==> config.mk <==
export PLATFORM = sky130hd
export DESIGN_NAME = lane_alu
export DESIGN_NICKNAME = d
export VERILOG_FILES = /design/src/common/isa_pkg.sv /design/src/common/exec_pkg.sv /design/src/lane_alu/lane_alu.sv
export SDC_FILE = /design/constraint.sdc
export NUM_CORES = 1
export LEC_CHECK = 0
export BUFFER_PORTS_ARGS = -buffer_cell sky130_fd_sc_hd__buf_2
export CELL_PAD_IN_SITES_DETAIL_PLACEMENT = 1
export CELL_PAD_IN_SITES_GLOBAL_PLACEMENT = 2
export CORE_MARGIN = 4
export CORE_UTILIZATION = 31
export DETAILED_ROUTE_END_ITERATION = 10
export PLACE_DENSITY = 0.8
export RECOVER_POWER = 50
export SLEW_MARGIN = 20
export SYNTH_ARGS = -nofsm -noshare
export SYNTH_HDL_FRONTEND = slang
export SYNTH_SLANG_ARGS = --single-unit
export TNS_END_PERCENT = 30
==> constraint.sdc <==
create_clock -name vclk -period 4.2
set_input_delay 0.42 -clock vclk [all_inputs]
set_output_delay 0.42 -clock vclk [all_outputs]
set_load 0.05 [all_outputs]
==> src/common/isa_pkg.sv <==
// Instruction set definitions shared by the execute stage and its testbench.
// Opcodes, branch kinds, operand sources and register index constants.
`default_nettype none

package isa_pkg;

	localparam int REG_IDX_WIDTH = 5;

	typedef logic [REG_IDX_WIDTH-1:0] reg_idx_t;

	// Reading this register yields the PC of the instruction
	localparam reg_idx_t REG_PC = 5'd31;

	// Lane operations; MUL is the only long-latency one
	typedef enum logic [2:0] {
		OP_ADD   = 3'd0,
		OP_SUB   = 3'd1,
		OP_AND   = 3'd2,
		OP_OR    = 3'd3,
		OP_XOR   = 3'd4,
		OP_EQUAL = 3'd5,
		OP_SILT  = 3'd6,
		OP_MUL   = 3'd7
	} alu_op_t;

	typedef enum logic [2:0] {
		BRANCH_NONE          = 3'd0,
		BRANCH_ZERO          = 3'd1,
		BRANCH_NOT_ZERO      = 3'd2,
		BRANCH_ALL           = 3'd3,
		BRANCH_NOT_ALL       = 3'd4,
		BRANCH_ALWAYS        = 3'd5,
		BRANCH_CALL_OFFSET   = 3'd6,
		BRANCH_CALL_REGISTER = 3'd7
	} branch_kind_t;

	typedef enum logic [1:0] {
		OP2_SRC_SCALAR2   = 2'd0,
		OP2_SRC_VECTOR2   = 2'd1,
		OP2_SRC_IMMEDIATE = 2'd2
	} op2_src_t;

	typedef enum logic {
		MASK_SRC_SCALAR2  = 1'b0,
		MASK_SRC_ALL_ONES = 1'b1
	} mask_src_t;

endpackage

`default_nettype wire

==> src/common/exec_pkg.sv <==
// Datapath types for the execute stage: lane count, vectors and the
// packed structs passed between the bypass network, ALU, multiplier and output.
`default_nettype none

package exec_pkg;

	import isa_pkg::*;

	localparam int NUM_LANES = 4;
	localparam int WORD_WIDTH = 32;
	localparam int STRAND_WIDTH = 2;

	typedef logic [WORD_WIDTH-1:0] word_t;
	typedef word_t [NUM_LANES-1:0] vector_t;
	typedef logic [NUM_LANES-1:0] lane_mask_t;
	typedef logic [STRAND_WIDTH-1:0] strand_t;

	// Decoded instruction as it arrives from issue
	typedef struct packed {
		logic         valid;
		strand_t      strand;
		word_t        pc;
		alu_op_t      alu_op;
		logic         op1_is_vector;
		op2_src_t     op2_src;
		mask_src_t    mask_src;
		word_t        immediate;
		branch_kind_t branch_kind;
		word_t        branch_offset;
		logic         predicted_taken;
		reg_idx_t     writeback_reg;
		logic         scalar_wb;
		logic         vector_wb;
		reg_idx_t     scalar_sel1;
		reg_idx_t     scalar_sel2;
		reg_idx_t     vector_sel1;
		reg_idx_t     vector_sel2;
	} issue_t;

	typedef struct packed {
		word_t   scalar1;
		word_t   scalar2;
		vector_t vector1;
		vector_t vector2;
	} regs_t;

	// A younger result that has not reached the register file yet
	typedef struct packed {
		reg_idx_t   writeback_reg;
		logic       scalar_wb;
		logic       vector_wb;
		vector_t    value;
		lane_mask_t mask;
	} bypass_t;

	typedef struct packed {
		vector_t    op1;
		vector_t    op2;
		word_t      scalar1;
		lane_mask_t mask;
	} operands_t;

	typedef struct packed {
		logic       valid;
		strand_t    strand;
		word_t      pc;
		reg_idx_t   writeback_reg;
		logic       scalar_wb;
		logic       vector_wb;
		lane_mask_t mask;
		vector_t    result;
	} stage_result_t;

endpackage

`default_nettype wire

==> src/lane_alu/lane_alu.sv <==
// Single-cycle integer lane unit. Every lane computes the same operation;
// compares return one bit per lane packed into the low bits of lane 0.
`timescale 1ns/1ps
`default_nettype none

module lane_alu
	import isa_pkg::*, exec_pkg::*;
(
	input  alu_op_t   op_i,
	input  operands_t operands_i,
	output vector_t   result_o
);

	vector_t    lane_value;
	vector_t    packed_compare;
	lane_mask_t equal_bits;
	lane_mask_t less_bits;
	logic       is_compare;

	always_comb
	begin
		for (int lane = 0; lane < NUM_LANES; lane++)
		begin
			equal_bits[lane] = operands_i.op1[lane] == operands_i.op2[lane];
			less_bits[lane] = $signed(operands_i.op1[lane]) < $signed(operands_i.op2[lane]);

			case (op_i)
				OP_ADD:  lane_value[lane] = operands_i.op1[lane] + operands_i.op2[lane];
				OP_SUB:  lane_value[lane] = operands_i.op1[lane] - operands_i.op2[lane];
				OP_AND:  lane_value[lane] = operands_i.op1[lane] & operands_i.op2[lane];
				OP_OR:   lane_value[lane] = operands_i.op1[lane] | operands_i.op2[lane];
				OP_XOR:  lane_value[lane] = operands_i.op1[lane] ^ operands_i.op2[lane];
				// Compares and MUL are produced elsewhere
				default: lane_value[lane] = '0;
			endcase
		end
	end

	// One result bit per lane, upper bits zero
	always_comb
	begin
		packed_compare = '0;
		if (op_i == OP_EQUAL)
			packed_compare[0][NUM_LANES-1:0] = equal_bits;
		else
			packed_compare[0][NUM_LANES-1:0] = less_bits;
	end

	assign is_compare = op_i == OP_EQUAL || op_i == OP_SILT;
	assign result_o = is_compare ? packed_compare : lane_value;

endmodule

`default_nettype wire

# Word-level counts from Yosys, hierarchy flattened
# Cells that the tools add are included.
# totals
memories	0
register_bits	0
mem_bits_rw	0
latchBits	0
mem_bits_ro	0
in_bits	295
output_inout_bits	128
word_cells	42
# classes
order_cmp	4
n_mul	0
n_shift	0
bitwise_logic	12
mux	6
div_mod_pow	0
add_sub_neg	8
reduce_logical	2
eq_ne	10
# op_table
op	n
$pmux W32 S5	4
$add A32 B32 Y32	4
$and A32 B32 Y32	4
$eq A32 B32 Y1	4
$lt A32 B32 Y1	4
$mux W128	1
$or A32 B32 Y32	4
$sub A32 B32 Y32	4
$xor A32 B32 Y32	4
$eq A3 B3 Y1 const B	3
$eq A3 B2 Y1 const B	2
$mux W4	1
$eq A3 B1 Y1 const B	1
$logic_not A3 Y1	1
$logic_or A1 B1 Y1	1

# Logic depth before layout (Yosys ltp)
# depth
ltp_word	3
mapped_depth	14
depth_no_buf	14

# Worst setup path after synthesis
# OpenSTA, ideal clock, no wires.
# synth_timing
kind	input -> output
from	input port operands_i[109] in the netlist's numbering
to	output port result_o[92] in the netlist's numbering
t_arrival_ps	3920
setup_slack_ps	-140
n_path_buf	1
path_stages	12
required_ps	3780
path_cell_list	inv_1 -> ha_1 -> clkbuf_1 -> a22o_1 -> o41ai_1 -> nand2_1 -> a41oi_1 -> o21ai_0 -> a221o_1 -> nand3_1 -> o211ai_1 -> o31ai_1
# synth_lines
element	line_no	rtl
start: declaration	lane_alu.sv:10	input operands_t operands_i,
end: declaration	lane_alu.sv:11	output vector_t result_o

==> metrics.txt <==
sequential share of the synthesized area=0%; DIE AREA=71400 µm²; RSZ-0062 raised after global routing=yes; antenna viol nets, final=0; fin crit period=4.13 ns; CP Capture Type=output pin; CP max FO=3; synth unique cells=83; port bufs=387; most common cell after layout, fill and taps aside=ha_1; Initial Utilization=31.4%; Register Area=0 µm²; WL per Instance=21.9 µm; die height=267 µm; Max-Cap Viols=1; Critical Path AT=3.71 ns; pin count of the biggest net entering global routing=80; Min-Delay Path Class=in2out; Post-CTS Hold Buffers=0; slew margin rel.=-3.04%; filler instances=8748; Setup violations, final=0; Area Overhead vs Synth=24.8%; Post-Syn Nets=4001; Layout Nets=4459; Avg Cell Area, Syn=6.34 µm²; GPL Wtd Cong=0.945; sequential cell count=0; Final HPWL DP=82.7 mm; all-layer global routing usage=26.5%; final wirelength=101 mm; Min Hold Slack=1.52 ns; Critical Path End=result_o[126]; drt first-iter violations=1420; TNS Setup=0 ns; CP Data Required Time=3.78 ns; count of yosys warnings during synthesis=0; Die X=267 µm; Final Hold Fails=0; First-pass DRT Iterations=5; placed inst area=25700 µm²; Vias/cell=5.71; Post-CTS Setup Bufs=0; I/O Pins=423; most frequent cells in the layout=412 x ha_1, 386 x inv_1, 354 x a21oi_1; clk_buf instances=0; CP startpoint=operands_i[132]; fin. max-slew vios=20; first-pass GRT wire length=152 mm; CP Class=in2out; vias in the first global route=26300; initial antenna violation count=18; power per cell area=173 nW/µm²; grt ovf=0; DR vias=26400; Final period util=98.4%; Core Area=66200 µm²; # DRC=0; Post-Layout Inst Area=26000 µm²; Multi-input gate area=18900 µm²; Max Fclk=242 MHz; synthesized area=20800 µm²; Peak VDD IR=112 µV; Slew @ Worst Pin=1.55 ns; CP Launch Type=primary input; run status=complete, but fails checks; Cells after Synth=3282; Pleak=0.0127 µW; failing checks=capacitance limit, slew limit; fraction of layout cells with a size suffix above 1=19.6%; Rows=94
==> cells by family after synthesis <==
logic type	count (synthesis)	share of synthesized area, %
buffers and inverters	607	11.1
AO/OA/AOI/OAI	1246	39.3
adder cells (fa/ha/maj)	424	25.8
multiplexers	29	1.41
XOR/XNOR	43	1.81
AND/OR/NAND/NOR	933	20.6
==> stage by stage <==
stage | power, µW | instances | util (%) | setup WS, ns
after floorplan | 2720 | 3282 | - | -0.136
after global placement | 4350 | 4602 | 38.8 | -0.0281
after detailed placement | 4390 | 4602 | 38.8 | -0.0869
after CTS | 4420 | 4602 | 38.8 | -0.0114
after global routing | 4850 | 4608 | 39.2 | -0.0343
final | 4490 | 4617 | 39.2 | 0.0681
==> per-layer routing <==
| metal | global-route usage, % | part of all wire (%) | vias to the layer above |
|---|---|---|---|
| met3 | 2.91 | 5.1 | 183 |
| met4 | 8.51 | 3.5 | 12 |
| li1 | - | - | 12700 |
| met1 | 33.5 | 43 | 12800 |
| met2 | 47.2 | 48 | 726 |
| met5 | 0 | 0.084 | - |
==> cell type report <==
class              count  area share [%]
diodes                15           0.144
repair buffers       671            17.3
multi-input cells   2675            72.7
well taps            864            4.16
inverters            392            5.67
==> Yosys cell counts, drive strengths merged (23+ instances only) <==
cell type,n,area share [%]
and3,26,0.78
nand2b,33,0.99
nor2b,23,0.69
a21oi,361,8.7
nand3,73,1.8
o21a,25,0.90
nor4,32,0.96
nor2,328,5.9
nand2,236,4.3
o22ai,61,1.8
xnor2,39,1.6
clkbuf,171,3.1
a21o,69,2.5
mux2i,27,1.3
nand4,24,0.72
o21bai,69,2.5
inv,389,7.0
buf,44,0.97
a211oi,52,1.9
ha,416,25
o21ai,234,5.6
nor3,87,2.1
a31oi,38,1.1
o31ai,27,0.97
o211ai,67,2.4
==> report_power, final <==
| part | internal (µW) | switching (µW) |
|---|---|---|
| logic | 1630 | 2860 |
| registers | 0 | 0 |
| clock network | 0.000480 | 0 |
| total | 1630 | 2860 |
==> worst min path at each step <==
| stage | startpoint | endpoint | slack [ns] | cells after the start |
|---|---|---|---|---|
| after CTS | op_i[2] | result_o[23] | 1.45 | 3 |
| after floorplan | op_i[1] | result_o[44] | 1.37 | 3 |
| after global routing | op_i[0] | result_o[86] | 1.55 | 4 |
| final | op_i[0] | result_o[86] | 1.52 | 4 |
| after global placement | op_i[2] | result_o[23] | 1.46 | 3 |
| after detailed placement | op_i[2] | result_o[23] | 1.45 | 3 |
==> worst max-delay path, cell delays in order <==
cell and delay (ns):
buf_2 0.12, ha_1 0.23, fa_1 0.39, a21o_1 0.20
nand4_1 0.15, a21oi_2 0.11, o211ai_1 0.30, a21oi_1 0.15
o31a_1 0.32, nor4b_1 0.16, buf_4 0.14, or4_1 0.47
nand4_1 0.11, a221o_2 0.25, buf_12 0.16
==> repair_timing <==
action,CTS,global route
gates resized for setup,9,76
setup endpoints to repair,11,36
pin swaps,3,11
Power figures use the tool's default switching activity.
