## src/common/isa_pkg.sv

```systemverilog
// Instruction set definitions shared by the execute stage and its testbench.
// Opcodes, branch kinds, operand sources and register index constants.
`default_nettype none

package isa_pkg;

	localparam int REG_IDX_WIDTH = 5;

	typedef logic [REG_IDX_WIDTH-1:0] reg_idx_t;

	// Reading this register yields the PC of the instruction
	localparam reg_idx_t REG_PC = 5'd31;

	// Lane operations; MUL is the only long-latency one
	typedef enum logic [2:0] {
		OP_ADD   = 3'd0,
		OP_SUB   = 3'd1,
		OP_AND   = 3'd2,
		OP_OR    = 3'd3,
		OP_XOR   = 3'd4,
		OP_EQUAL = 3'd5,
		OP_SILT  = 3'd6,
		OP_MUL   = 3'd7
	} alu_op_t;

	typedef enum logic [2:0] {
		BRANCH_NONE          = 3'd0,
		BRANCH_ZERO          = 3'd1,
		BRANCH_NOT_ZERO      = 3'd2,
		BRANCH_ALL           = 3'd3,
		BRANCH_NOT_ALL       = 3'd4,
		BRANCH_ALWAYS        = 3'd5,
		BRANCH_CALL_OFFSET   = 3'd6,
		BRANCH_CALL_REGISTER = 3'd7
	} branch_kind_t;

	typedef enum logic [1:0] {
		OP2_SRC_SCALAR2   = 2'd0,
		OP2_SRC_VECTOR2   = 2'd1,
		OP2_SRC_IMMEDIATE = 2'd2
	} op2_src_t;

	typedef enum logic {
		MASK_SRC_SCALAR2  = 1'b0,
		MASK_SRC_ALL_ONES = 1'b1
	} mask_src_t;

endpackage

`default_nettype wire

```

## src/common/exec_pkg.sv

```systemverilog
// Datapath types for the execute stage: lane count, vectors and the
// packed structs passed between the bypass network, ALU, multiplier and output.
`default_nettype none

package exec_pkg;

	import isa_pkg::*;

	localparam int NUM_LANES = 4;
	localparam int WORD_WIDTH = 32;
	localparam int STRAND_WIDTH = 2;

	typedef logic [WORD_WIDTH-1:0] word_t;
	typedef word_t [NUM_LANES-1:0] vector_t;
	typedef logic [NUM_LANES-1:0] lane_mask_t;
	typedef logic [STRAND_WIDTH-1:0] strand_t;

	// Decoded instruction as it arrives from issue
	typedef struct packed {
		logic         valid;
		strand_t      strand;
		word_t        pc;
		alu_op_t      alu_op;
		logic         op1_is_vector;
		op2_src_t     op2_src;
		mask_src_t    mask_src;
		word_t        immediate;
		branch_kind_t branch_kind;
		word_t        branch_offset;
		logic         predicted_taken;
		reg_idx_t     writeback_reg;
		logic         scalar_wb;
		logic         vector_wb;
		reg_idx_t     scalar_sel1;
		reg_idx_t     scalar_sel2;
		reg_idx_t     vector_sel1;
		reg_idx_t     vector_sel2;
	} issue_t;

	typedef struct packed {
		word_t   scalar1;
		word_t   scalar2;
		vector_t vector1;
		vector_t vector2;
	} regs_t;

	// A younger result that has not reached the register file yet
	typedef struct packed {
		reg_idx_t   writeback_reg;
		logic       scalar_wb;
		logic       vector_wb;
		vector_t    value;
		lane_mask_t mask;
	} bypass_t;

	typedef struct packed {
		vector_t    op1;
		vector_t    op2;
		word_t      scalar1;
		lane_mask_t mask;
	} operands_t;

	typedef struct packed {
		logic       valid;
		strand_t    strand;
		word_t      pc;
		reg_idx_t   writeback_reg;
		logic       scalar_wb;
		logic       vector_wb;
		lane_mask_t mask;
		vector_t    result;
	} stage_result_t;

endpackage

`default_nettype wire

```

## src/source/operand_bypass.sv

```systemverilog
// Operand selection for the execute stage. Forwards scalar and per-lane vector
// values from younger results, then forms op1, op2 and the lane mask.
`timescale 1ns/1ps
`default_nettype none

module operand_bypass
	import isa_pkg::*, exec_pkg::*;
(
	input  issue_t    issue_i,
	input  regs_t     regs_i,
	input  bypass_t   ex_bypass_i,
	input  bypass_t   ma_bypass_i,
	input  bypass_t   wb_bypass_i,
	output operands_t operands_o
);

	word_t   scalar1;
	word_t   scalar2;
	vector_t vector1;
	vector_t vector2;

	function automatic logic scalar_hit(input bypass_t src, input reg_idx_t sel);
		return src.scalar_wb && src.writeback_reg == sel;
	endfunction

	function automatic logic lane_hit(input bypass_t src, input reg_idx_t sel, input int lane);
		return src.vector_wb && src.writeback_reg == sel && src.mask[lane];
	endfunction

	// Nearest producer wins; scalar values live in lane 0
	function automatic word_t forward_scalar(input reg_idx_t sel, input word_t rf_value);
		if (sel == REG_PC)
			return issue_i.pc;
		else if (scalar_hit(ex_bypass_i, sel))
			return ex_bypass_i.value[0];
		else if (scalar_hit(ma_bypass_i, sel))
			return ma_bypass_i.value[0];
		else if (scalar_hit(wb_bypass_i, sel))
			return wb_bypass_i.value[0];
		else
			return rf_value;
	endfunction

	// Each lane picks its own source, since writers may have been partially masked
	function automatic vector_t forward_vector(input reg_idx_t sel, input vector_t rf_value);
		vector_t value;
		for (int lane = 0; lane < NUM_LANES; lane++)
		begin
			if (lane_hit(ex_bypass_i, sel, lane))
				value[lane] = ex_bypass_i.value[lane];
			else if (lane_hit(ma_bypass_i, sel, lane))
				value[lane] = ma_bypass_i.value[lane];
			else if (lane_hit(wb_bypass_i, sel, lane))
				value[lane] = wb_bypass_i.value[lane];
			else
				value[lane] = rf_value[lane];
		end
		return value;
	endfunction

	assign scalar1 = forward_scalar(issue_i.scalar_sel1, regs_i.scalar1);
	assign scalar2 = forward_scalar(issue_i.scalar_sel2, regs_i.scalar2);
	assign vector1 = forward_vector(issue_i.vector_sel1, regs_i.vector1);
	assign vector2 = forward_vector(issue_i.vector_sel2, regs_i.vector2);

	always_comb
	begin
		operands_o.scalar1 = scalar1;
		operands_o.op1 = issue_i.op1_is_vector ? vector1 : {NUM_LANES{scalar1}};

		case (issue_i.op2_src)
			OP2_SRC_SCALAR2:   operands_o.op2 = {NUM_LANES{scalar2}};
			OP2_SRC_VECTOR2:   operands_o.op2 = vector2;
			OP2_SRC_IMMEDIATE: operands_o.op2 = {NUM_LANES{issue_i.immediate}};
			default:           operands_o.op2 = '0;
		endcase

		if (issue_i.mask_src == MASK_SRC_ALL_ONES)
			operands_o.mask = '1;
		else
			operands_o.mask = scalar2[NUM_LANES-1:0];
	end

endmodule

`default_nettype wire

```

## config.mk

```make
export PLATFORM = sky130hd
export DESIGN_NAME = operand_bypass
export DESIGN_NICKNAME = d
export VERILOG_FILES = /design/src/common/isa_pkg.sv /design/src/common/exec_pkg.sv /design/src/source/operand_bypass.sv
export SDC_FILE = /design/constraint.sdc
export NUM_CORES = 1
export LEC_CHECK = 0
export BUFFER_PORTS_ARGS = -buffer_cell sky130_fd_sc_hd__clkbuf_2
export CAP_MARGIN = 20
export CORE_AREA = 2 2 455 457
export DETAILED_ROUTE_END_ITERATION = 16
export DIE_AREA = 0 0 457 459
export SYNTH_ARGS = -nofsm -noshare
export SYNTH_HDL_FRONTEND = slang
export SYNTH_SLANG_ARGS = --single-unit
```

## constraint.sdc

```tcl
create_clock -name vclk -period 1.88
set_clock_uncertainty 0.05 [all_clocks]
set_input_delay 0.094 -clock vclk [all_inputs]
set_output_delay 0.094 -clock vclk [all_outputs]
set_load 0.01 [all_outputs]
```

### Word level (Yosys, flattened, before mapping)

Cells that the tools add are included.

* reductions and logical operators: 37
* equality and inequality tests: 16
* mux-type cells: 35

Operator list (number)
* $mux 32: 32
* $pmux 128 s3: 1
* $mux 128: 1
* $eq 5x5->1: 12
* $logic_and 1x1->1: 36
* $eq 5x5->1 const B: 2
* $mux 4: 1
* $eq 2x1->1 const B: 1
* $eq 2x2->1 const B: 1
* $logic_not 2->1: 1

* output and inout port bits: 292
* bits of input ports: 874
* flip-flop bits (word level): 0
* logic and storage cells: 88

### Longest topological paths before layout

* depth in word-level cells: 7
* mapped depth: 9

### Least setup slack after synthesis

No wires, ideal clock.

* path type: input to output
* start: input port wb_bypass_i[136] in the netlist's numbering
* end: output port operands_o[275] in the netlist's numbering
* path slack: 55 ps
* buffers on the path: 1
* stages: 7
* data arrival time: 1681 ps
* cell sequence: xor2_1 > nor3_4 > nand4_4 > buf_2 > o21ai_1 > a21oi_1 > o311ai_1

RTL lines
* from (decl): line operand_bypass.sv:13 `input bypass_t wb_bypass_i,`
* to (decl): line operand_bypass.sv:14 `output operands_t operands_o`

==> flow_metrics.env <==
export IMPL_worstSetupPathType="input port to output port"
export IMPL_core_area_um2=205600
export IMPL_max_stage_delay_ps=370
export IMPL_min_path_cells=3
export IMPL_drtIter0Drc=3242
export IMPL_p_comb_share_pct=100.0
export IMPL_worst_slack_ps=-873.7
export IMPL_slew_headroom_pct=54.90
export IMPL_initial_core_util_pct=6.905
export IMPL_detail_route_antenna_nets=0
export IMPL_syn_num_nets=3061
export IMPL_worstPathArrival_ps=2610
export IMPL_endpoint_kind="output port"
export IMPL_die_w_um=457
export IMPL_cpMostUsedCell="buf_12"
export IMPL_io_pins=1166
export IMPL_rsz0062_at_grt="true"
export IMPL_regArea_um2=0
export IMPL_first_pass_iters=6
export IMPL_leakage_nw=15.46
export IMPL_dpl_worst_slack_ps=-1632
export IMPL_startpoint_type="input port"
export IMPL_ir_drop_mv=0.1345
export IMPL_clockPowerShare_pct=0
export IMPL_multi_input_area_um2=15300
export IMPL_grt_overflow=0
export IMPL_grt_pass1_vias=28188
export IMPL_port_buffers=1117
export IMPL_seq_cell_count=0
export IMPL_viasPerCell=4.421
export IMPL_grtUsageTotal_pct=25.37
export IMPL_drt_wl_total_mm=281.5
export IMPL_cp_max_fo=6
export IMPL_finalSetupViolCount=292
export IMPL_status="finished with violations"
export IMPL_violations="negative setup slack"
export IMPL_drv_cap=0
export IMPL_hold_class="input port to output port"
export IMPL_intPower_mw=3.920
export IMPL_required_ps=1740
export IMPL_finalMaxSlewViolations=0
export IMPL_p_sw_share_pct=57.37
export IMPL_cp_cell_sequence="clkbuf_16, buf_8, xor2_4, nor4_4, buf_4, buf_12, and2_4, buf_12, buf_16, a211oi_4, o22ai_2, buf_12, a311o_1, clkbuf_2"
export IMPL_power_mw=9.195
export IMPL_hpwl_mm=243.1
export IMPL_syn_avg_cell_area_um2=6.492
export IMPL_powerDensity_nw_per_um2=270.1
export IMPL_seqPwrFrac_pct=0
export IMPL_num_vias=29334
export IMPL_p_switching_mw=5.275
export IMPL_grt_pass1_wl_mm=340.3
export IMPL_syn_inst=2187
export IMPL_drive_gt1_share_pct=59.85
export IMPL_yosysSeqAreaShare_pct=0
export IMPL_slowest_stage="a311o_1"
export IMPL_area_growth_syn_to_layout_pct=139.8
export IMPL_fmax_mhz=363.2
export IMPL_fin_util_pct=16.56
export IMPL_yosys_warnings=0
export IMPL_wl_per_cell_um=42.42
export IMPL_setup_tns_ps=-210940
export IMPL_clockBufferCount=0
export IMPL_place_gp_congestion=1.047
export IMPL_final_nets=4699
export IMPL_dieArea_um2=209800
export IMPL_antenna_found_initial=264
export IMPL_grt_max_degree=53
export IMPL_die_y_um=459
export IMPL_fillers=23672
export IMPL_fin_crit_ps=2754
export IMPL_rows=167
export IMPL_fin_crit_sh_pct=146.5
export IMPL_tightest_slew_ps=676.4
export IMPL_hold_viol_final=0
export IMPL_synth_area_um2=14200
export IMPL_remaining_drc_errors=0
export IMPL_synth_cell_type_count=69
==> final timing paths <==
kind,from,endpoint,slack [ps]
max,wb_bypass_i[136],operands_o[208],-870
min,ex_bypass_i[76],operands_o[236],520
==> synth_stat cells (4+ instances only) <==
cell type	n	area (um2)
buf_4	11	82.58
o21ai_0	34	170.2
a2bb2oi_1	10	87.58
and2_1	8	50.05
a211o_1	65	569.3
a32o_1	80	800.8
a21oi_1	160	800.8
xnor2_1	31	271.5
buf_1	6	22.52
a22oi_1	4	30.03
or3_1	117	732.0
a21boi_0	35	262.8
or2_2	32	200.2
xor2_1	27	236.5
nand4_1	18	112.6
o21a_1	28	210.2
a211oi_1	116	870.8
a311oi_1	17	148.9
nand4_4	4	85.08
o211ai_1	60	450.4
clkbuf_1	157	589.3
o221ai_1	29	254.0
nand3b_1	29	217.7
nor3_1	37	185.2
mux2i_1	131	1311
nor2b_1	4	25.02
nor2_1	209	784.5
buf_6	24	270.3
a311o_1	93	930.9
a21o_1	36	270.3
o311ai_1	4	35.03
o2bb2ai_1	5	43.79
o21ai_1	7	35.03
nand3_1	34	170.2
inv_1	10	37.54
and3_1	4	25.02
o22ai_1	35	219.0
a211oi_2	49	613.1
nand2_1	336	1261
a31oi_1	18	112.6
buf_2	32	160.2
==> power groups by stage <==
stage                     clock network, mW  registers [mW]  logic, mW
after floorplan                           0               0       2.30
after global placement                    0               0       8.15
after detailed placement                  0               0       8.12
after CTS                                 0               0       8.92
after global routing             0.00000363               0       9.47
final                            0.00000708               0       9.19
==> logic make-up after synthesis <==
| logic type | count (synthesis) | share of synthesized area (%) |
|---|---|---|
| buffers and inverters | 241 | 8.222 |
| AO/OA/AOI/OAI | 901 | 50.05 |
| AND/OR/NAND/NOR | 854 | 28.69 |
| XOR/XNOR | 60 | 3.807 |
| multiplexers | 131 | 9.236 |
==> placed cells by master (no fill, tap or decap), types with 28 or more instances in the layout <==
cell type,netlist,routed
nor2_1,209,202
mux2i_1,131,119
buf_4,11,479
nand2_1,336,306
a311o_1,93,91
a32o_1,80,71
nand3b_1,29,29
diode_2,0,108
a21o_1,36,36
or2_2,32,33
nor3_1,37,32
a211oi_2,49,36
o21a_1,28,28
a21oi_1,160,104
o211ai_1,60,60
nand3_1,34,28
buf_12,0,199
or3_4,0,44
o21ai_0,34,30
a211oi_1,116,107
a21oi_2,0,40
or3_1,117,73
a211o_1,65,59
buf_6,24,93
clkbuf_2,1,1000
==> worst max-delay path, delay by kind of cell <==
family          cells  cell delay (ps)
buf+inv             8             1220
compound gates      3              800
simple gates        2              270
xor+xnor            1              190
==> through the flow <==
step | cell area (um2) | hold WS [ps] | std cells
6_report | 34040 | 515.6 | 6635
3_5_place_dp | 29390 | 499.8 | 6428
5_1_grt | 33910 | 537.5 | 6582
3_3_place_gp | 29390 | 501.8 | 6428
4_1_cts | 32850 | 506.9 | 6506
2_1_floorplan | 14200 | 275.9 | 2187
==> routing by layer <==
layer | vias up | share of wire (%) | track usage [%]
li1 | 11945 | - | -
met1 | 13998 | 37 | 28.26
met2 | 2425 | 46 | 42.47
met3 | 814 | 11 | 9.595
met4 | 152 | 6.6 | 12.07
met5 | - | 0.40 | 0.02296
==> layout make-up <==
| class | instances | share of cell area [%] |
|---|---|---|
| diodes | 108 | 0.7939 |
| well taps | 2704 | 9.938 |
| inverters | 10 | 0.1103 |
| repair buffers | 1866 | 44.22 |
| multi-input cells | 1947 | 44.94 |
==> what timing repair did <==
| item | in CTS | in global routing |
|---|---|---|
| resized for setup | 509 | 201 |
| cloned | 16 | 4 |
| setup endpoints to repair | 292 | 292 |
| buffers inserted | 78 | 24 |
| hold buffers | 0 | 0 |
| pin swaps | 228 | 116 |
Note: power is estimated with default switching activity, not from simulation.
