<file path="config.mk">
export PLATFORM = sky130hd
export DESIGN_NAME = lane_multiplier
export DESIGN_NICKNAME = d
export VERILOG_FILES = /design/src/common/isa_pkg.sv /design/src/common/exec_pkg.sv /design/src/lane_alu/lane_multiplier.sv
export SDC_FILE = /design/constraint.sdc
export NUM_CORES = 2
export LEC_CHECK = 0
export ABC_CLOCK_PERIOD_IN_PS = 800
export BUFFER_PORTS_ARGS = -buffer_cell sky130_fd_sc_hd__buf_2
export CAP_MARGIN = 20
export CELL_PAD_IN_SITES_DETAIL_PLACEMENT = 0
export CELL_PAD_IN_SITES_GLOBAL_PLACEMENT = 1
export CORE_ASPECT_RATIO = 0.5
export CORE_MARGIN = 2
export CORE_UTILIZATION = 50
export CTS_BUF_LIST = sky130_fd_sc_hd__clkbuf_8
export DETAILED_ROUTE_END_ITERATION = 12
export PLACE_DENSITY_LB_ADDON = 0.1
export SETUP_SLACK_MARGIN = 0.4
export SLEW_MARGIN = 10
export SYNTH_ARGS = -nofsm -noshare
export SYNTH_HDL_FRONTEND = slang
export SYNTH_SLANG_ARGS = --single-unit
</file>
<file path="constraint.sdc">
create_clock -name clk -period 0.8 [get_ports clk]
set_input_delay 0.12 -clock clk [delete_from_list [all_inputs] [get_ports clk]]
set_output_delay 0.12 -clock clk [all_outputs]
set_load 0.01 [all_outputs]
</file>
<file path="src/common/isa_pkg.sv">
// Instruction set definitions shared by the execute stage and its testbench.
// Opcodes, branch kinds, operand sources and register index constants.
`default_nettype none

package isa_pkg;

	localparam int REG_IDX_WIDTH = 5;

	typedef logic [REG_IDX_WIDTH-1:0] reg_idx_t;

	// Reading this register yields the PC of the instruction
	localparam reg_idx_t REG_PC = 5'd31;

	// Lane operations; MUL is the only long-latency one
	typedef enum logic [2:0] {
		OP_ADD   = 3'd0,
		OP_SUB   = 3'd1,
		OP_AND   = 3'd2,
		OP_OR    = 3'd3,
		OP_XOR   = 3'd4,
		OP_EQUAL = 3'd5,
		OP_SILT  = 3'd6,
		OP_MUL   = 3'd7
	} alu_op_t;

	typedef enum logic [2:0] {
		BRANCH_NONE          = 3'd0,
		BRANCH_ZERO          = 3'd1,
		BRANCH_NOT_ZERO      = 3'd2,
		BRANCH_ALL           = 3'd3,
		BRANCH_NOT_ALL       = 3'd4,
		BRANCH_ALWAYS        = 3'd5,
		BRANCH_CALL_OFFSET   = 3'd6,
		BRANCH_CALL_REGISTER = 3'd7
	} branch_kind_t;

	typedef enum logic [1:0] {
		OP2_SRC_SCALAR2   = 2'd0,
		OP2_SRC_VECTOR2   = 2'd1,
		OP2_SRC_IMMEDIATE = 2'd2
	} op2_src_t;

	typedef enum logic {
		MASK_SRC_SCALAR2  = 1'b0,
		MASK_SRC_ALL_ONES = 1'b1
	} mask_src_t;

endpackage

`default_nettype wire

</file>
<file path="src/common/exec_pkg.sv">
// Datapath types for the execute stage: lane count, vectors and the
// packed structs passed between the bypass network, ALU, multiplier and output.
`default_nettype none

package exec_pkg;

	import isa_pkg::*;

	localparam int NUM_LANES = 4;
	localparam int WORD_WIDTH = 32;
	localparam int STRAND_WIDTH = 2;

	typedef logic [WORD_WIDTH-1:0] word_t;
	typedef word_t [NUM_LANES-1:0] vector_t;
	typedef logic [NUM_LANES-1:0] lane_mask_t;
	typedef logic [STRAND_WIDTH-1:0] strand_t;

	// Decoded instruction as it arrives from issue
	typedef struct packed {
		logic         valid;
		strand_t      strand;
		word_t        pc;
		alu_op_t      alu_op;
		logic         op1_is_vector;
		op2_src_t     op2_src;
		mask_src_t    mask_src;
		word_t        immediate;
		branch_kind_t branch_kind;
		word_t        branch_offset;
		logic         predicted_taken;
		reg_idx_t     writeback_reg;
		logic         scalar_wb;
		logic         vector_wb;
		reg_idx_t     scalar_sel1;
		reg_idx_t     scalar_sel2;
		reg_idx_t     vector_sel1;
		reg_idx_t     vector_sel2;
	} issue_t;

	typedef struct packed {
		word_t   scalar1;
		word_t   scalar2;
		vector_t vector1;
		vector_t vector2;
	} regs_t;

	// A younger result that has not reached the register file yet
	typedef struct packed {
		reg_idx_t   writeback_reg;
		logic       scalar_wb;
		logic       vector_wb;
		vector_t    value;
		lane_mask_t mask;
	} bypass_t;

	typedef struct packed {
		vector_t    op1;
		vector_t    op2;
		word_t      scalar1;
		lane_mask_t mask;
	} operands_t;

	typedef struct packed {
		logic       valid;
		strand_t    strand;
		word_t      pc;
		reg_idx_t   writeback_reg;
		logic       scalar_wb;
		logic       vector_wb;
		lane_mask_t mask;
		vector_t    result;
	} stage_result_t;

endpackage

`default_nettype wire

</file>
<file path="src/lane_alu/lane_multiplier.sv">
// Long-latency lane multiply. The low product words and the instruction tag
// travel through MUL_STAGES registers; any stage can be squashed in flight.
`timescale 1ns/1ps
`default_nettype none

module lane_multiplier
	import isa_pkg::*, exec_pkg::*;
#(
	parameter int MUL_STAGES = 3
)
(
	input  logic                clk,
	input  logic                reset,
	input  issue_t              issue_i,
	input  operands_t           operands_i,
	input  logic [MUL_STAGES:0] squash_i,
	output stage_result_t       result_o
);

	logic          mul_issue;
	stage_result_t capture;

	// Per-stage control, with reset
	logic [MUL_STAGES:1] valid_q;
	logic [MUL_STAGES:1] scalar_wb_q;
	logic [MUL_STAGES:1] vector_wb_q;

	// Per-stage tag and products
	stage_result_t payload_q [1:MUL_STAGES];

	assign mul_issue = issue_i.valid && issue_i.alu_op == OP_MUL && !squash_i[0];

	always_comb
	begin
		capture.valid = mul_issue;
		capture.strand = issue_i.strand;
		capture.pc = issue_i.pc;
		capture.writeback_reg = issue_i.writeback_reg;
		capture.scalar_wb = issue_i.scalar_wb;
		capture.vector_wb = issue_i.vector_wb;
		capture.mask = operands_i.mask;
		// Only the low word of each product is kept
		for (int lane = 0; lane < NUM_LANES; lane++)
			capture.result[lane] = operands_i.op1[lane] * operands_i.op2[lane];
	end

	always_ff @(posedge clk, posedge reset)
	begin
		if (reset)
		begin
			valid_q <= '0;
			scalar_wb_q <= '0;
			vector_wb_q <= '0;
		end
		else
		begin
			valid_q[1] <= mul_issue;
			scalar_wb_q[1] <= mul_issue & issue_i.scalar_wb;
			vector_wb_q[1] <= mul_issue & issue_i.vector_wb;
			// Squash bit k kills whatever currently sits in stage k
			for (int k = 1; k < MUL_STAGES; k++)
			begin
				valid_q[k + 1] <= valid_q[k] & ~squash_i[k];
				scalar_wb_q[k + 1] <= scalar_wb_q[k] & ~squash_i[k];
				vector_wb_q[k + 1] <= vector_wb_q[k] & ~squash_i[k];
			end
		end
	end

	always_ff @(posedge clk)
	begin
		payload_q[1] <= capture;
		for (int k = 1; k < MUL_STAGES; k++)
			payload_q[k + 1] <= payload_q[k];
	end

	// Last stage may still be killed in the cycle it merges
	always_comb
	begin
		result_o = payload_q[MUL_STAGES];
		result_o.valid = valid_q[MUL_STAGES] & ~squash_i[MUL_STAGES];
		result_o.scalar_wb = scalar_wb_q[MUL_STAGES] & ~squash_i[MUL_STAGES];
		result_o.vector_wb = vector_wb_q[MUL_STAGES] & ~squash_i[MUL_STAGES];
	end

endmodule

`default_nettype wire

</file>
# [After elaboration in Yosys (flattened, before gate mapping)]
# Memories as Yosys holds them, arrays and structs flattened.
# Cells that the tools add are included.
# Widths: inputs -> output; s select.
[classes] multipliers=4 n_eq_ne=1 bitwise_logic=14 n_reduce_logical=3
[op_table] operator="$mul 32x32->32" n=4
[op_table] operator="$and 1x1->1" n=11
[op_table] operator="$eq 3x3->1 const B" n=1
[op_table] operator="$not 1->1" n=3
[op_table] operator="$logic_and 1x1->1" n=2
[op_table] operator="$logic_not 1->1" n=1
[word_totals] register_bits=9 ram_bits=522 inputBits=435 out_inout_bits=174 n_memories=1
[memory_table] name="payload_q" words=3 width=174 rd=3 rd_clocked_by_memory_dff=0 write_ports=3 line="lane_multiplier.sv:29" text="stage_result_t payload_q [1:MUL_STAGES];"

# [Logic depth before layout (Yosys ltp)]
[depth] ltp_word=4 depth_mapped=27

# [Least setup slack after synthesis]
# Ideal clock, no wire load.
[synth_timing] path_kind="input-to-reg" from="input port operands_i[135] in the netlist's numbering" to="register, netlist name payload_q[0][300]" setup_time_ps=62 t_arrival_ps=6465 setup_slack_ps=-5726 path_stages=24 path_cell_list="clkbuf_1 clkbuf_1 and2_1 fa_1 inv_1 fa_1 fa_1 fa_1 inv_1 fa_1 inv_1 fa_1 inv_1 fa_1 fa_1 ha_1 a21o_1 a21o_1 a211oi_1 o21ai_0 a211oi_2 nor4_1 or4_1 nand3_1"
[synth_lines] item="start, declared" line="lane_multiplier.sv:15" text="input operands_t operands_i,"

==> key figures <==
Outcome
  • Status: finished, violations left
  • Failing checks: hold timing, setup timing

Timing
  • Tcrit/Tclk final: 723%
  • RSZ-0062 raised after global routing: yes
  • Fmax: 173 MHz
  • Worst-margin pin slew: 0.474 ns
  • Slew headroom: 67.6%
  • Hold_ws: -0.134 ns
  • Max-slew violations: 0
  • Final Critical Period: 5.78 ns
  • Hold Vio Cnt, Final: 12
  • Skew final: 0.0655 ns
  • Final WS setup: -4.98 ns
  • # setup viols final: 293

Critical path
  • Reg2Reg Depth: 0
  • Worst Path Max Fanout: 7
  • Crit. End Element: flip-flop
  • Crit-path slowest cell: fa_1
  • Most frequent CP cell: fa_1
  • Critical-path cell list: buf_12, and2_4, fa_1, fa_1, fa_1, inv_2, fa_1, inv_2, fa_1, fa_1, fa_1, fa_1, ha_4, nand3_2, o211ai_1, buf_4, o31ai_4, a31oi_4, o41ai_4, o21a_1, buf_6, xnor2_2
  • CP required: 1.40 ns
  • Crit path DAT: 6.39 ns
  • Crit Path Class: in -> reg
  • R2r startpoint: payload_q[0][299]$_DFF_P_
  • Slowest Stage Delay on Critical Path: 0.56 ns
  • R2r endpoint: payload_q[0][473]$_DFF_P_
  • R2R setup slack: 0.20 ns
  • Startpoint Class: primary input

Finish
  • Area occupied by multi-input gates: 60,500 µm²
  • Filler instances: 12.5k
  • Final layout net count: 11.5k
  • Post-Layout Inst Area: 94,900 µm²
  • FF/Latch Area: 10,500 µm²
  • P&R area growth vs syn: 26.6%
  • Share of layout cells above drive strength 1: 27.5%
  • Final Util: 63.8%

Clock tree
  • Later-pin clock latency in the skew report: 0.79 ns
  • Root Buffer: clkbuf_8
  • Cts bufs inserted: 79
  • Clock transition at the registers of the reported paths: 0.07 ns
  • CTS tree: done
  • Hold Buf Count CTS: 54
  • CTS H-tree depth: 3
  • Clk buf depth: 3
  • Clk sinks: 522

Floorplanning
  • Die height: 278 µm
  • Row Count: 100
  • Die area: 153,000 µm²
  • Io pins: 609
  • Initial Utilization: 50.4%
  • Core area: 149,000 µm²
  • Die X: 551 µm

Worst hold path
  • HP Class: in -> reg
  • Cells on Worst Hold Path: 3
  • Hold path endpoint: payload_q[0][238]$_DFF_P_
  • Hold_sp: operands_i[228]

GRT
  • Initial antenna violation count: 16
  • Maximum number of pins on one net before global-route repair: 20
  • GRT Total Usage: 28.3%
  • Vias in the first global route: 58.7k
  • GRT overflow: 0
  • First-pass GRT wire length: 331 mm

Place
  • Buffers on Ports: 484
  • DP Area: 87,000 µm²
  • Pre-CTS WS: -5.98 ns
  • Placer Congestion: 0.926
  • DP Wirelength: 175 mm

Routing
  • Post-Route WL: 209 mm
  • Routed wire per std cell: 19.0 µm
  • Detailed Route Iter0 Violations: 2,476
  • Drt drc: 0
  • ANT nets after route: 0
  • 1st-pass router iterations: 5
  • Vias per inst: 4.87
  • Routed via count: 53.4k

Logic synthesis
  • Syn Area/Cell: 9.70 µm²
  • Ys flop type: dfxtp_1
  • EDFF count, synth: 0
  • Post-Syn Area: 74,900 µm²
  • Register bit total from synthesis: 522
  • Net count after synthesis: 10.3k
  • Area leader, netlist: fa_1
  • Post-synth ARST share: 1.72%
  • Post-synth top area share: 43.6%
  • Synth top area cells: fa_1 44%, dfxtp_1 14%, and2_1 9.9%
  • Yosys warning total: 0
  • Post-synthesis cell type count: 74
  • Sequential element share of the synthesized area: 14.0%
  • Post-Synthesis Cells: 7,723

Job
  • Max_cap viols: 0
how the worst max path moves through the flow:
stage | start | to | slack (ns) | depth (start not counted)
6_report | operands_i[139] | payload_q[0][299]$_DFF_P_ | -4.98 | 22
5_1_grt | operands_i[139] | payload_q[0][301]$_DFF_P_ | -5.10 | 22
4_1_cts | operands_i[139] | payload_q[0][301]$_DFF_P_ | -4.91 | 22
3_5_place_dp | operands_i[137] | payload_q[0][301]$_DFF_P_ | -5.98 | 21
3_3_place_gp | operands_i[134] | payload_q[0][300]$_DFF_P_ | -5.96 | 24
2_1_floorplan | operands_i[135] | payload_q[0][301]$_DFF_P_ | -5.56 | 25
layer usage:
| layer | up-vias | global-route usage [%] | part of all wire (%) |
|---|---|---|---|
| li1 | 24700 | - | - |
| met1 | 27200 | 37.2 | 43 |
| met2 | 1183 | 47.5 | 49 |
| met3 | 308 | 5.46 | 5.3 |
| met4 | 12 | 8.30 | 3.1 |
| met5 | - | 0.532 | 0.073 |
cells by family after synthesis:
| family | count (synthesis) | synth area share (%) |
|---|---|---|
| AND/OR/NAND/NOR | 2356 | 16.2 |
| XOR/XNOR | 333 | 3.89 |
| AO/OA/AOI/OAI | 294 | 2.67 |
| multiplexers | 1 | 0.0150 |
| flip-flops | 522 | 14.0 |
| buffers and inverters | 2093 | 11.3 |
| adder cells (fa/ha/maj) | 2124 | 51.8 |
cells in the final DEF, fill, tap and decap left out, types with 36 or more instances in the layout:
| master | synthesis | routed |
|---|---|---|
| inv_1 | 1578 | 1526 |
| fa_1 | 1632 | 1509 |
| and2_1 | 1189 | 1061 |
| nand2_1 | 970 | 945 |
| buf_4 | 171 | 904 |
| dfxtp_1 | 513 | 505 |
| buf_2 | 2 | 359 |
| ha_1 | 492 | 325 |
| xnor2_1 | 268 | 239 |
| buf_6 | 0 | 178 |
| ha_4 | 0 | 163 |
| and2_4 | 1 | 129 |
| fa_2 | 0 | 123 |
| clkbuf_8 | 0 | 91 |
| buf_12 | 0 | 85 |
| inv_2 | 0 | 70 |
| xor2_1 | 65 | 60 |
| dlygate4sd3_1 | 0 | 54 |
| a21oi_2 | 2 | 41 |
| a21o_1 | 37 | 36 |
synth_stat cells (11+ instances only):
cell type	count
o21ai_0	44
o21a_1	14
o21bai_1	19
and3_1	11
or3_1	11
nand2b_1	16
nor2_1	50
dfxtp_1	513
a21oi_1	86
nand2_1	970
xnor2_1	268
nor2b_1	20
buf_4	171
nand3_1	29
clkbuf_1	341
a21o_1	37
nor3_1	22
and2_1	1189
fa_1	1632
inv_1	1578
ha_1	492
xor2_1	65
flip-flops by register name, summed over array words and instances (netlist names):
signal,count
payload_q,513
vector_wb_q,3
valid_q,3
scalar_wb_q,3
per-stage QoR:
| step | setup TNS [ns] | hold slack (ns) | std cells |
|---|---|---|---|
| 4_1_cts | -550.61 | -0.198 | 10900 |
| 5_1_grt | -569.44 | -0.191 | 11000 |
| 3_3_place_gp | -561.70 | 0.0850 | 10600 |
| 6_report | -544.22 | -0.134 | 11000 |
| 3_5_place_dp | -564.71 | 0.0921 | 10600 |
| 2_1_floorplan | -495.63 | -0.0521 | 7723 |
what timing repair did:
action,in CTS,in global routing
endpoints found under the hold margin,66,51
resized for setup,719,316
pin swaps,409,264
setup buffers,79,41
setup endpoints to repair,386,535
cloned,18,0
cell type report:
class | count | area share (%)
well taps | 1989 | 2.62
multi-input cells | 5108 | 63.8
flip-flops and latches | 522 | 11.1
diodes | 12 | 0.0317
clock inverters | 45 | 0.438
clock buffers | 91 | 1.32
repair buffers | 1628 | 14.5
inverters | 1578 | 6.25
critical path, delay by kind of cell:
kind                       cells  cell delay (ns)
buffers and inverters          5             0.52
adders and majority gates      9             4.45
AOI/OAI and AO/OA              5             0.94
xor gates and xnor gates       1             0.12
and+or+nand+nor                2             0.22
Power is not shown: default switching activity piles up to over one toggle a cycle in this logic, so the estimate is an artifact.
