## src/common/isa_pkg.sv

```systemverilog
// Instruction set definitions shared by the execute stage and its testbench.
// Opcodes, branch kinds, operand sources and register index constants.
`default_nettype none

package isa_pkg;

	localparam int REG_IDX_WIDTH = 5;

	typedef logic [REG_IDX_WIDTH-1:0] reg_idx_t;

	// Reading this register yields the PC of the instruction
	localparam reg_idx_t REG_PC = 5'd31;

	// Lane operations; MUL is the only long-latency one
	typedef enum logic [2:0] {
		OP_ADD   = 3'd0,
		OP_SUB   = 3'd1,
		OP_AND   = 3'd2,
		OP_OR    = 3'd3,
		OP_XOR   = 3'd4,
		OP_EQUAL = 3'd5,
		OP_SILT  = 3'd6,
		OP_MUL   = 3'd7
	} alu_op_t;

	typedef enum logic [2:0] {
		BRANCH_NONE          = 3'd0,
		BRANCH_ZERO          = 3'd1,
		BRANCH_NOT_ZERO      = 3'd2,
		BRANCH_ALL           = 3'd3,
		BRANCH_NOT_ALL       = 3'd4,
		BRANCH_ALWAYS        = 3'd5,
		BRANCH_CALL_OFFSET   = 3'd6,
		BRANCH_CALL_REGISTER = 3'd7
	} branch_kind_t;

	typedef enum logic [1:0] {
		OP2_SRC_SCALAR2   = 2'd0,
		OP2_SRC_VECTOR2   = 2'd1,
		OP2_SRC_IMMEDIATE = 2'd2
	} op2_src_t;

	typedef enum logic {
		MASK_SRC_SCALAR2  = 1'b0,
		MASK_SRC_ALL_ONES = 1'b1
	} mask_src_t;

endpackage

`default_nettype wire

```

## src/common/exec_pkg.sv

```systemverilog
// Datapath types for the execute stage: lane count, vectors and the
// packed structs passed between the bypass network, ALU, multiplier and output.
`default_nettype none

package exec_pkg;

	import isa_pkg::*;

	localparam int NUM_LANES = 4;
	localparam int WORD_WIDTH = 32;
	localparam int STRAND_WIDTH = 2;

	typedef logic [WORD_WIDTH-1:0] word_t;
	typedef word_t [NUM_LANES-1:0] vector_t;
	typedef logic [NUM_LANES-1:0] lane_mask_t;
	typedef logic [STRAND_WIDTH-1:0] strand_t;

	// Decoded instruction as it arrives from issue
	typedef struct packed {
		logic         valid;
		strand_t      strand;
		word_t        pc;
		alu_op_t      alu_op;
		logic         op1_is_vector;
		op2_src_t     op2_src;
		mask_src_t    mask_src;
		word_t        immediate;
		branch_kind_t branch_kind;
		word_t        branch_offset;
		logic         predicted_taken;
		reg_idx_t     writeback_reg;
		logic         scalar_wb;
		logic         vector_wb;
		reg_idx_t     scalar_sel1;
		reg_idx_t     scalar_sel2;
		reg_idx_t     vector_sel1;
		reg_idx_t     vector_sel2;
	} issue_t;

	typedef struct packed {
		word_t   scalar1;
		word_t   scalar2;
		vector_t vector1;
		vector_t vector2;
	} regs_t;

	// A younger result that has not reached the register file yet
	typedef struct packed {
		reg_idx_t   writeback_reg;
		logic       scalar_wb;
		logic       vector_wb;
		vector_t    value;
		lane_mask_t mask;
	} bypass_t;

	typedef struct packed {
		vector_t    op1;
		vector_t    op2;
		word_t      scalar1;
		lane_mask_t mask;
	} operands_t;

	typedef struct packed {
		logic       valid;
		strand_t    strand;
		word_t      pc;
		reg_idx_t   writeback_reg;
		logic       scalar_wb;
		logic       vector_wb;
		lane_mask_t mask;
		vector_t    result;
	} stage_result_t;

endpackage

`default_nettype wire

```

## src/source/branch_resolve.sv

```systemverilog
// Branch resolution in the issue cycle. Evaluates the branch condition and
// target, and flags a misprediction against the predicted direction.
`timescale 1ns/1ps
`default_nettype none

module branch_resolve
	import isa_pkg::*, exec_pkg::*;
(
	input  issue_t    issue_i,
	input  operands_t operands_i,
	input  vector_t   alu_result_i,
	output logic      taken_o,
	output word_t     target_o,
	output logic      rollback_o
);

	word_t op1_lane0;
	logic  pc_write;

	assign op1_lane0 = operands_i.op1[0];

	// Arithmetic result written to the PC acts as a computed jump
	assign pc_write = issue_i.alu_op != OP_MUL && issue_i.scalar_wb
		&& issue_i.writeback_reg == REG_PC;

	always_comb
	begin
		if (pc_write)
		begin
			taken_o = 1'b1;
			target_o = alu_result_i[0];
		end
		else
		begin
			case (issue_i.branch_kind)
				BRANCH_ZERO:          taken_o = op1_lane0 == '0;
				BRANCH_NOT_ZERO:      taken_o = op1_lane0 != '0;
				BRANCH_ALL:           taken_o = &op1_lane0[NUM_LANES-1:0];
				BRANCH_NOT_ALL:       taken_o = !(&op1_lane0[NUM_LANES-1:0]);
				BRANCH_ALWAYS:        taken_o = 1'b1;
				BRANCH_CALL_OFFSET:   taken_o = 1'b1;
				BRANCH_CALL_REGISTER: taken_o = 1'b1;
				default:              taken_o = 1'b0;
			endcase

			if (issue_i.branch_kind == BRANCH_CALL_REGISTER)
				target_o = op1_lane0;
			else
				target_o = issue_i.pc + issue_i.branch_offset;
		end
	end

	// Caller clears valid when the issue slot is squashed
	assign rollback_o = issue_i.valid && (taken_o != issue_i.predicted_taken);

endmodule

`default_nettype wire

```

## config.mk

```make
export PLATFORM = sky130hd
export DESIGN_NAME = branch_resolve
export DESIGN_NICKNAME = d
export VERILOG_FILES = /design/src/common/isa_pkg.sv /design/src/common/exec_pkg.sv /design/src/source/branch_resolve.sv
export SDC_FILE = /design/constraint.sdc
export NUM_CORES = 1
export LEC_CHECK = 0
export ABC_AREA = 1
export BUFFER_PORTS_ARGS = -buffer_cell sky130_fd_sc_hd__buf_2
export CAP_MARGIN = 25
export CORE_AREA = 3 3 232 234
export DETAILED_ROUTE_END_ITERATION = 10
export DIE_AREA = 0 0 235 237
export PLACE_DENSITY = 0.32
export SLEW_MARGIN = 10
export SYNTH_ARGS = -nofsm -noshare
export SYNTH_HDL_FRONTEND = slang
export SYNTH_SLANG_ARGS = --single-unit
```

## constraint.sdc

```tcl
create_clock -name vclk -period 1.9
set_input_delay 0.095 -clock vclk [all_inputs]
set_output_delay 0.095 -clock vclk [all_outputs]
set_load 0.005 [all_outputs]
```

=== After elaboration in Yosys (flattened, before gate mapping) ===
Cells that the tools add are included.

* Equal/unequal tests: 10
* Reductions and logical operators: 8
* Add/sub/neg operators: 1
* Multiplexer cells: 4

{| class="wikitable"
|+ Operator list
! cell !! count
|-
| $mux W32 || 2
|-
| $add A32 B32 Y32 || 1
|-
| $logic_not A32 Y1 || 1
|-
| $reduce_bool A32 Y1 || 1
|-
| $eq A3 B3 Y1 const B || 4
|-
| $eq A3 B2 Y1 const B || 2
|-
| $eq A5 B5 Y1 const B || 1
|-
| $pmux W1 S5 || 1
|-
| $reduce_and A4 Y1 || 1
|-
| $eq A3 B1 Y1 const B || 1
|-
| $logic_and A1 B1 Y1 || 3
|-
| $ne A3 B3 Y1 const B || 1
|-
| $reduce_or A3 Y1 || 1
|-
| $logic_not A1 Y1 || 1
|-
| $mux W1 || 1
|-
| $ne A1 B1 Y1 || 1
|}

* Input bits: 557
* Flip-flop bits (word level): 0

=== Logic depth before layout (Yosys ltp) ===
Gate-level depths: netlist (run 1).

* Depth after elaboration: 6
* Mapped depth: 14

=== Least setup slack after synthesis (run 1) ===
OpenSTA, ideal clock, no wires.

* Path type: input to output
* Start point: input port issue_i[28] (netlist bit)
* End point: output port target_o[14]
* Required time: 1.805 ns
* Stages: 11
* Arrival: 1.526 ns
* Setup slack: 0.279 ns
* Cell sequence: ha_1 -> fa_1 -> nand3_1 -> nand3_2 -> nand2_1 -> nand2_1 -> nand2_1 -> nand2_2 -> a21oi_1 -> o21ai_0 -> a21oi_1

* Word-level cells in the longest chain between the ends: 3

{| class="wikitable"
|+ Ends and longest elaborated chain
! element !! line !! source
|-
| start, declared || branch_resolve.sv:9 || <nowiki>input issue_t issue_i,</nowiki>
|-
| $add A32 B32 Y32 || branch_resolve.sv:49 || <nowiki>target_o = issue_i.pc + issue_i.branch_offset;</nowiki>
|-
| $mux W32 || branch_resolve.sv:46 || <nowiki>if (issue_i.branch_kind == BRANCH_CALL_REGISTER)</nowiki>
|-
| $mux W32 || branch_resolve.sv:28 || <nowiki>if (pc_write)</nowiki>
|-
| end, declared || branch_resolve.sv:13 || <nowiki>output word_t target_o,</nowiki>
|}

Every way passes these cells.

=== Final worst setup path (run 1) ===
* Start point: input port issue_i[102] (netlist bit)
* End point: output port target_o[18]

Same word-level chain as after synthesis.

==> results of run 1 <==
-- per-stage QoR --
stage | total power [mW] | setup slack (ns) | instance area, sq um | hold WS [ns] | TNS, ns
after floorplan | 0.724 | 0.279 | 3170 | 0.287 | 0
after global placement | 1.53 | -0.281 | 5320 | 0.456 | -2.63
after detailed placement | 1.52 | -0.288 | 5320 | 0.455 | -3.07
after CTS | 1.63 | -0.0675 | 5590 | 0.455 | -0.315
after global routing | 2.01 | -0.176 | 6040 | 0.478 | -1.61
final | 1.77 | -0.0372 | 6050 | 0.454 | -0.0437
-- routing by layer --
metal / routed length [um] / part of all wire, %
met4: 61 / 0.28
met2: 9290 / 42
met3: 1630 / 7.4
met5: 39 / 0.18
met1: 10900 / 50
-- area by class of cell --
type	instances	share of cell area [%]
antenna	3	0.124
inverter	104	6.50
multi-input combinational	569	55.9
tap	688	14.2
timing repair buffer	240	23.2
-- placed cells by master, fill, tap and decap left out, types with 2 or more instances in the layout --
cell type / count
nand4_1: 5
diode_2: 3
a31oi_1: 3
o21bai_1: 5
nand3_1: 34
ha_4: 26
nor2_1: 98
nor3_2: 5
a21oi_1: 34
nand2_1: 235
buf_4: 65
nand2_4: 7
inv_1: 100
nor2_2: 13
nand3_2: 10
xor2_1: 6
a21oi_2: 20
inv_2: 2
ha_1: 5
o21ai_1: 6
nand2_2: 36
nand3b_1: 5
buf_6: 4
nor3_1: 2
o21ai_0: 3
buf_2: 170
-- logic make-up (layout without fill, tap and decap cells) --
| kind of cell | Yosys count | in the layout | synth area share, % |
|---|---|---|---|
| simple gates | 456 | 456 | 58.7 |
| buf+inv | 116 | 344 | 14.1 |
| fa+ha+maj | 32 | 32 | 12.8 |
| other cells | 0 | 3 | 0 |
| xor+xnor | 8 | 8 | 2.21 |
| compound gates | 73 | 73 | 12.1 |
-- critical path, stage by stage --
cell and delay (ns):
buf_6 0.10, ha_4 0.16, fa_2 0.36, buf_6 0.14
nand3_2 0.06, nand3b_1 0.18, nand2_1 0.14, inv_1 0.05
o21bai_1 0.16, nand3_2 0.14, nand2_2 0.10, nand2_1 0.05
buf_2 0.12
-- power by group through the flow --
| stage | Sequential, mW | Clock, mW | Combinational (mW) |
|---|---|---|---|
| detailed placement | 0 | 0 | 1.52 |
| CTS | 0 | 0 | 1.63 |
| finish | 0 | 0.000000212 | 1.77 |
| global placement | 0 | 0 | 1.53 |
| global route | 0 | 0.0000000706 | 2.01 |
| floorplan | 0 | 0 | 0.724 |
-- what timing repair did --
item	CTS	global route
endpoints found under the setup margin	26	27
buffers inserted	1	3
pin swaps	14	44
cloned	0	0
gates resized for setup	53	101
-- path summary, 6_finish.rpt --
kind	start	cells past startpoint	endpoint
setup / recovery	issue_i[102]	13	target_o[18]
hold / removal	alu_result_i[26]	4	target_o[26]
==> summary.txt, run 1 <==
Die
  – Initial Utilization: under 10%
  – Die X: 235 um
  – Die Footprint: between 50000 and 60000 sq um
  – Die Ht: 237 um
  – # IOs: 591
  – CORE AREA: 52200 sq um
  – # rows: 84

Power
  – Comb pwr share: 100.0%
  – Leakage: 3.06 nW
  – Max rail drop VDD: roughly 69 uV
  – Int Power: approximately 0.80 mW
  – Clock share of power: 0%
  – Sw frac: 54.8%
  – Pwr Density: 293 nW/um^2
  – Sequential fraction of design power: 0%
  – Switching power: 0.971 mW

Drt
  – Initial DRC Count: between 150 and 200
  – Final routed DRC violation total: 0
  – Vias: 4818
  – DR WL/cell: 13.7 um
  – DRT Pass-1 Iters: 4
  – Wirelength, routed: approximately 22000 um
  – Drt via density: 3.00
  – Post-route ant nets: 0

Layout
  – Layout cell share with drive strength beyond 1: 40.2%
  – Fillcell total: between 6000 and 7000
  – Final #Nets: around 1500
  – Clk_buf instances: 0
  – Core Util, Final: 11.6%
  – Multi-input gate area: 3380 sq um
  – Reg area: 0 sq um
  – Sequential cells: 0
  – Area delta synth->final: 90.5%
  – Non-Filler Instances: 1604

GRT
  – Gr busiest metal: met2
  – Pin count of the biggest net entering global routing: 44
  – Initial antenna violation count: 10
  – GRT Total Usage: 7.51%
  – GRT met2 Usage: 12.0%
  – Remaining Overflow, GRT: 0
  – Met1 Use GR: 10.8%
  – First-pass GRT wire length: 31600 um
  – Met3 usage: 1.78%
  – Vias in the first global route: around 4900

Setup path
  – Crit Path Max Fanout: 4
  – Critical path required time: between 1.5 and 2 ns
  – Worst Setup Path Type: in -> out
  – Worst Path Arrival: 1.84 ns
  – Worst setup SP type: input pin
  – Crit end category: output port

Synthesis
  – YS warnings: 0
  – Largest area contributor in the netlist: nand2_1
  – Top cells by area, synth: nand2_1 32%, nor2_1 13%, ha_1 12%, inv_1 12%, a21oi_1 8.5%
  – Syn Area/Cell: ~4.6 sq um
  – Yosys top cell area share: 32.0%
  – Post-synth cell types: 28
  – Most frequent cells after synthesis: 271 x nand2_1, 110 x nor2_1, 103 x inv_1
  – Most common cell in the netlist: nand2_1
  – Post-synth net total: 1274
  – Cell Area, Synth: 3170 sq um
  – Register area share after synthesis: 0%
  – Cells after Synth: 685

Timing
  – FMAX: 516 MHz
  – Final slew viol count: 0
  – Finish-stage setup viols: 2
  – Slew @ Worst Pin: 0.570 ns
  – Worst setup margin: -0.0372 ns
  – Hold Vio Cnt, Final: 0
  – Rel. slew slack: 62.0%
  – Period utilization: 102%
  – RSZ-0062 raised after global routing: true
  – Post-layout minimum cycle time: 1.94 ns

Worst hold path
  – Hold Path Class: in -> out

Place
  – DP Cell Count: 1597
  – HPWL after detailed placement: 19700 um
  – IO Port Bufs: 176
  – Gp weighted congestion: about 0.75

Clock tree
  – Count of hold-fix buffers inserted at cts: 0

Flow run
  – Total of max-cap violations: 0

Status
  – Status: finished with violations
  – Failing checks: setup timing
(Power assumes the default switching activity.)
==> run 2: changes to the inputs <==
--- a/config.mk
+++ b/config.mk
@@ -12,7 +12,7 @@
 export DETAILED_ROUTE_END_ITERATION = 10
 export DIE_AREA = 0 0 235 237
 export PLACE_DENSITY = 0.32
-export SLEW_MARGIN = 10
+export SLEW_MARGIN = 20
 export SYNTH_ARGS = -nofsm -noshare
 export SYNTH_HDL_FRONTEND = slang
 export SYNTH_SLANG_ARGS = --single-unit
==> constraint.sdc (replaced) <==
create_clock -name vclk -period 1.9
set_input_delay 0.285 -clock vclk [all_inputs]
set_output_delay 0.285 -clock vclk [all_outputs]
set_load 0.005 [all_outputs]
==> summary.txt, run 2 (synthesis results as in run 1) <==
Die
  – # rows: 84 (unchanged)
  – Die Ht: 237 um (unchanged)
  – Die Footprint: 55700 sq um (unchanged)
  – # IOs: 591 (unchanged)
  – CORE AREA: 52200 sq um (unchanged)
  – Initial Utilization: 6.08% (unchanged)
  – Die X: 235 um (unchanged)

Place
  – IO Port Bufs: 176 (unchanged)
  – DP Cell Count: 1617 (+1.3%)
  – Gp weighted congestion: 0.753 (about the same)
  – HPWL after detailed placement: 19500 um (-0.88%)
  – Dpl cell area: 5500 sq um (+3.4%)
  – Worst slack at placement: -0.585 ns (-0.297 ns)

Setup path
  – Worst Path Arrival: 2.00 ns (+0.16 ns)
  – Worst Setup Path Type: in -> out
  – Worst setup SP type: input pin
  – Critical path required time: 1.62 ns (-0.18 ns)
  – Crit Path Max Fanout: 4 (unchanged)
  – Crit end category: output port

Timing
  – Post-layout minimum cycle time: 2.28 ns (+0.346 ns)
  – Worst setup margin: -0.383 ns (-0.346 ns)
  – RSZ-0062 raised after global routing: true
  – Slew @ Worst Pin: 0.302 ns (-0.267 ns)
  – FMAX: 438 MHz (-15%)
  – Finish-stage setup viols: 30 (+28)
  – Rel. slew slack: 79.8% (+18 points)
  – Final slew viol count: 0 (unchanged)
  – Period utilization: 120% (+18 points)
  – Hold Vio Cnt, Final: 0 (unchanged)

Layout
  – Reg area: 0 sq um (unchanged)
  – Non-Filler Instances: 1634 (+1.9%)
  – Antenna Cells: 0 (-3)
  – Commonest non-fill, non-tap cells in the layout: 189 x nand2_1, 156 x buf_2, 95 x inv_1
  – Sequential cells: 0 (unchanged)
  – Finished Cell Area: 7210 sq um (+19%)
  – Clk_buf instances: 0 (unchanged)
  – Layout cell share with drive strength beyond 1: 52.9% (+13 points)
  – Final #Nets: 1537 (+2.2%)
  – Core Util, Final: 13.8% (+2.2 points)
  – Most common cell after layout, fill and taps aside: nand2_1
  – Fillcell total: 6093 (-1.7%)
  – Area delta synth->final: 127%

Drt
  – Drt via density: 3.10 (+3.1%)
  – Post-route ant nets: 0 (unchanged)
  – Initial DRC Count: 181 (+18%)
  – Wirelength, routed: 22300 um (+1.6%)
  – DRT Pass-1 Iters: 6 (+2)
  – DR WL/cell: 13.6 um (-0.25%)
  – Final routed DRC violation total: 0 (unchanged)
  – Vias: 5059 (+5.0%)

GRT
  – GRT Total Usage: 7.60% (+0.090 points)
  – Pin count of the biggest net entering global routing: 38 (-14%)
  – Remaining Overflow, GRT: 0 (unchanged)
  – Initial antenna violation count: 2 (-8)
  – First-pass GRT wire length: 32300 um (+2.2%)
  – Vias in the first global route: 5305 (+7.9%)

Power
  – Design Power: 2.25 mW (+27%)
  – Leakage: 3.55 nW (+16%)
  – Pwr Density: 312 nW/um^2 (+6.5%)
  – Max rail drop VDD: 97.0 uV (+42%)

Status
  – Failing checks: setup timing
  – Status: finished with violations

Clock tree
  – Count of hold-fix buffers inserted at cts: 0 (unchanged)

Flow run
  – Total of max-cap violations: 0 (unchanged)

Worst hold path
  – Hold Path Class: in -> out
## run 2: cell count changes in the layout (fill, tap and decap cells not counted), sizes merged
| cell | before | now |
|---|---|---|
| diode | 3 | 0 |
| buf | 240 | 273 |
## run 2: per-stage QoR
stage | hold WS (ns) | TNS (ns)
after global routing | 0.853 | -10.0
after global placement | 0.835 | -12.48
after CTS | 0.834 | -7.81
after detailed placement | 0.837 | -12.66
final | 0.833 | -7.13
after floorplan | 0.667 | -0.00656
## run 2: path summary, 6_finish.rpt
kind	startpoint	to	slack, ns	depth (start not counted)
max	issue_i[102]	target_o[18]	-0.38	13
min	alu_result_i[24]	target_o[24]	0.83	4
## run 2: repair_timing
action | 4_1_cts | 5_1_grt
setup endpoints to repair | 31 | 31
gates resized for setup | 232 | 102
cloned | 0 | 0
pin swaps | 96 | 79
setup buffers | 15 | 14
## run 2: cell type report
| class | count | area (sq um) | area share (%) |
|---|---|---|---|
| multi-input cells | 569 | 4150 | 57.5 |
| repair buffers | 273 | 1810 | 25.1 |
| inverters | 104 | 395 | 5.48 |
| well taps | 688 | 861 | 11.9 |
## run 2: layer usage
metal	wire length (um)	up-vias	GRT usage [%]
met2	9390	120	12.0
met1	11900	2290	11.5
met3	983	4	1.13
met5	9	-	0
met4	14	2	0.0185
li1	-	2643	-
## run 2: where the power goes
group          internal (mW)  total, mW  leakage [nW]  switching, mW
Sequential                 0          0             0              0
Combinational           1.05       2.25          3.55           1.20
Clock                      0          0             0              0
Total                   1.05       2.25          3.55           1.20
## run 2: worst max-delay path, cell delays in order
cell	delay, ns
buf_6	0.10
ha_4	0.16
fa_2	0.36
buf_6	0.13
nand3_2	0.07
nand3b_1	0.17
nand2_1	0.13
inv_1	0.05
o21bai_1	0.14
nand3_2	0.13
nand2_1	0.09
nand2_1	0.05
buf_2	0.12
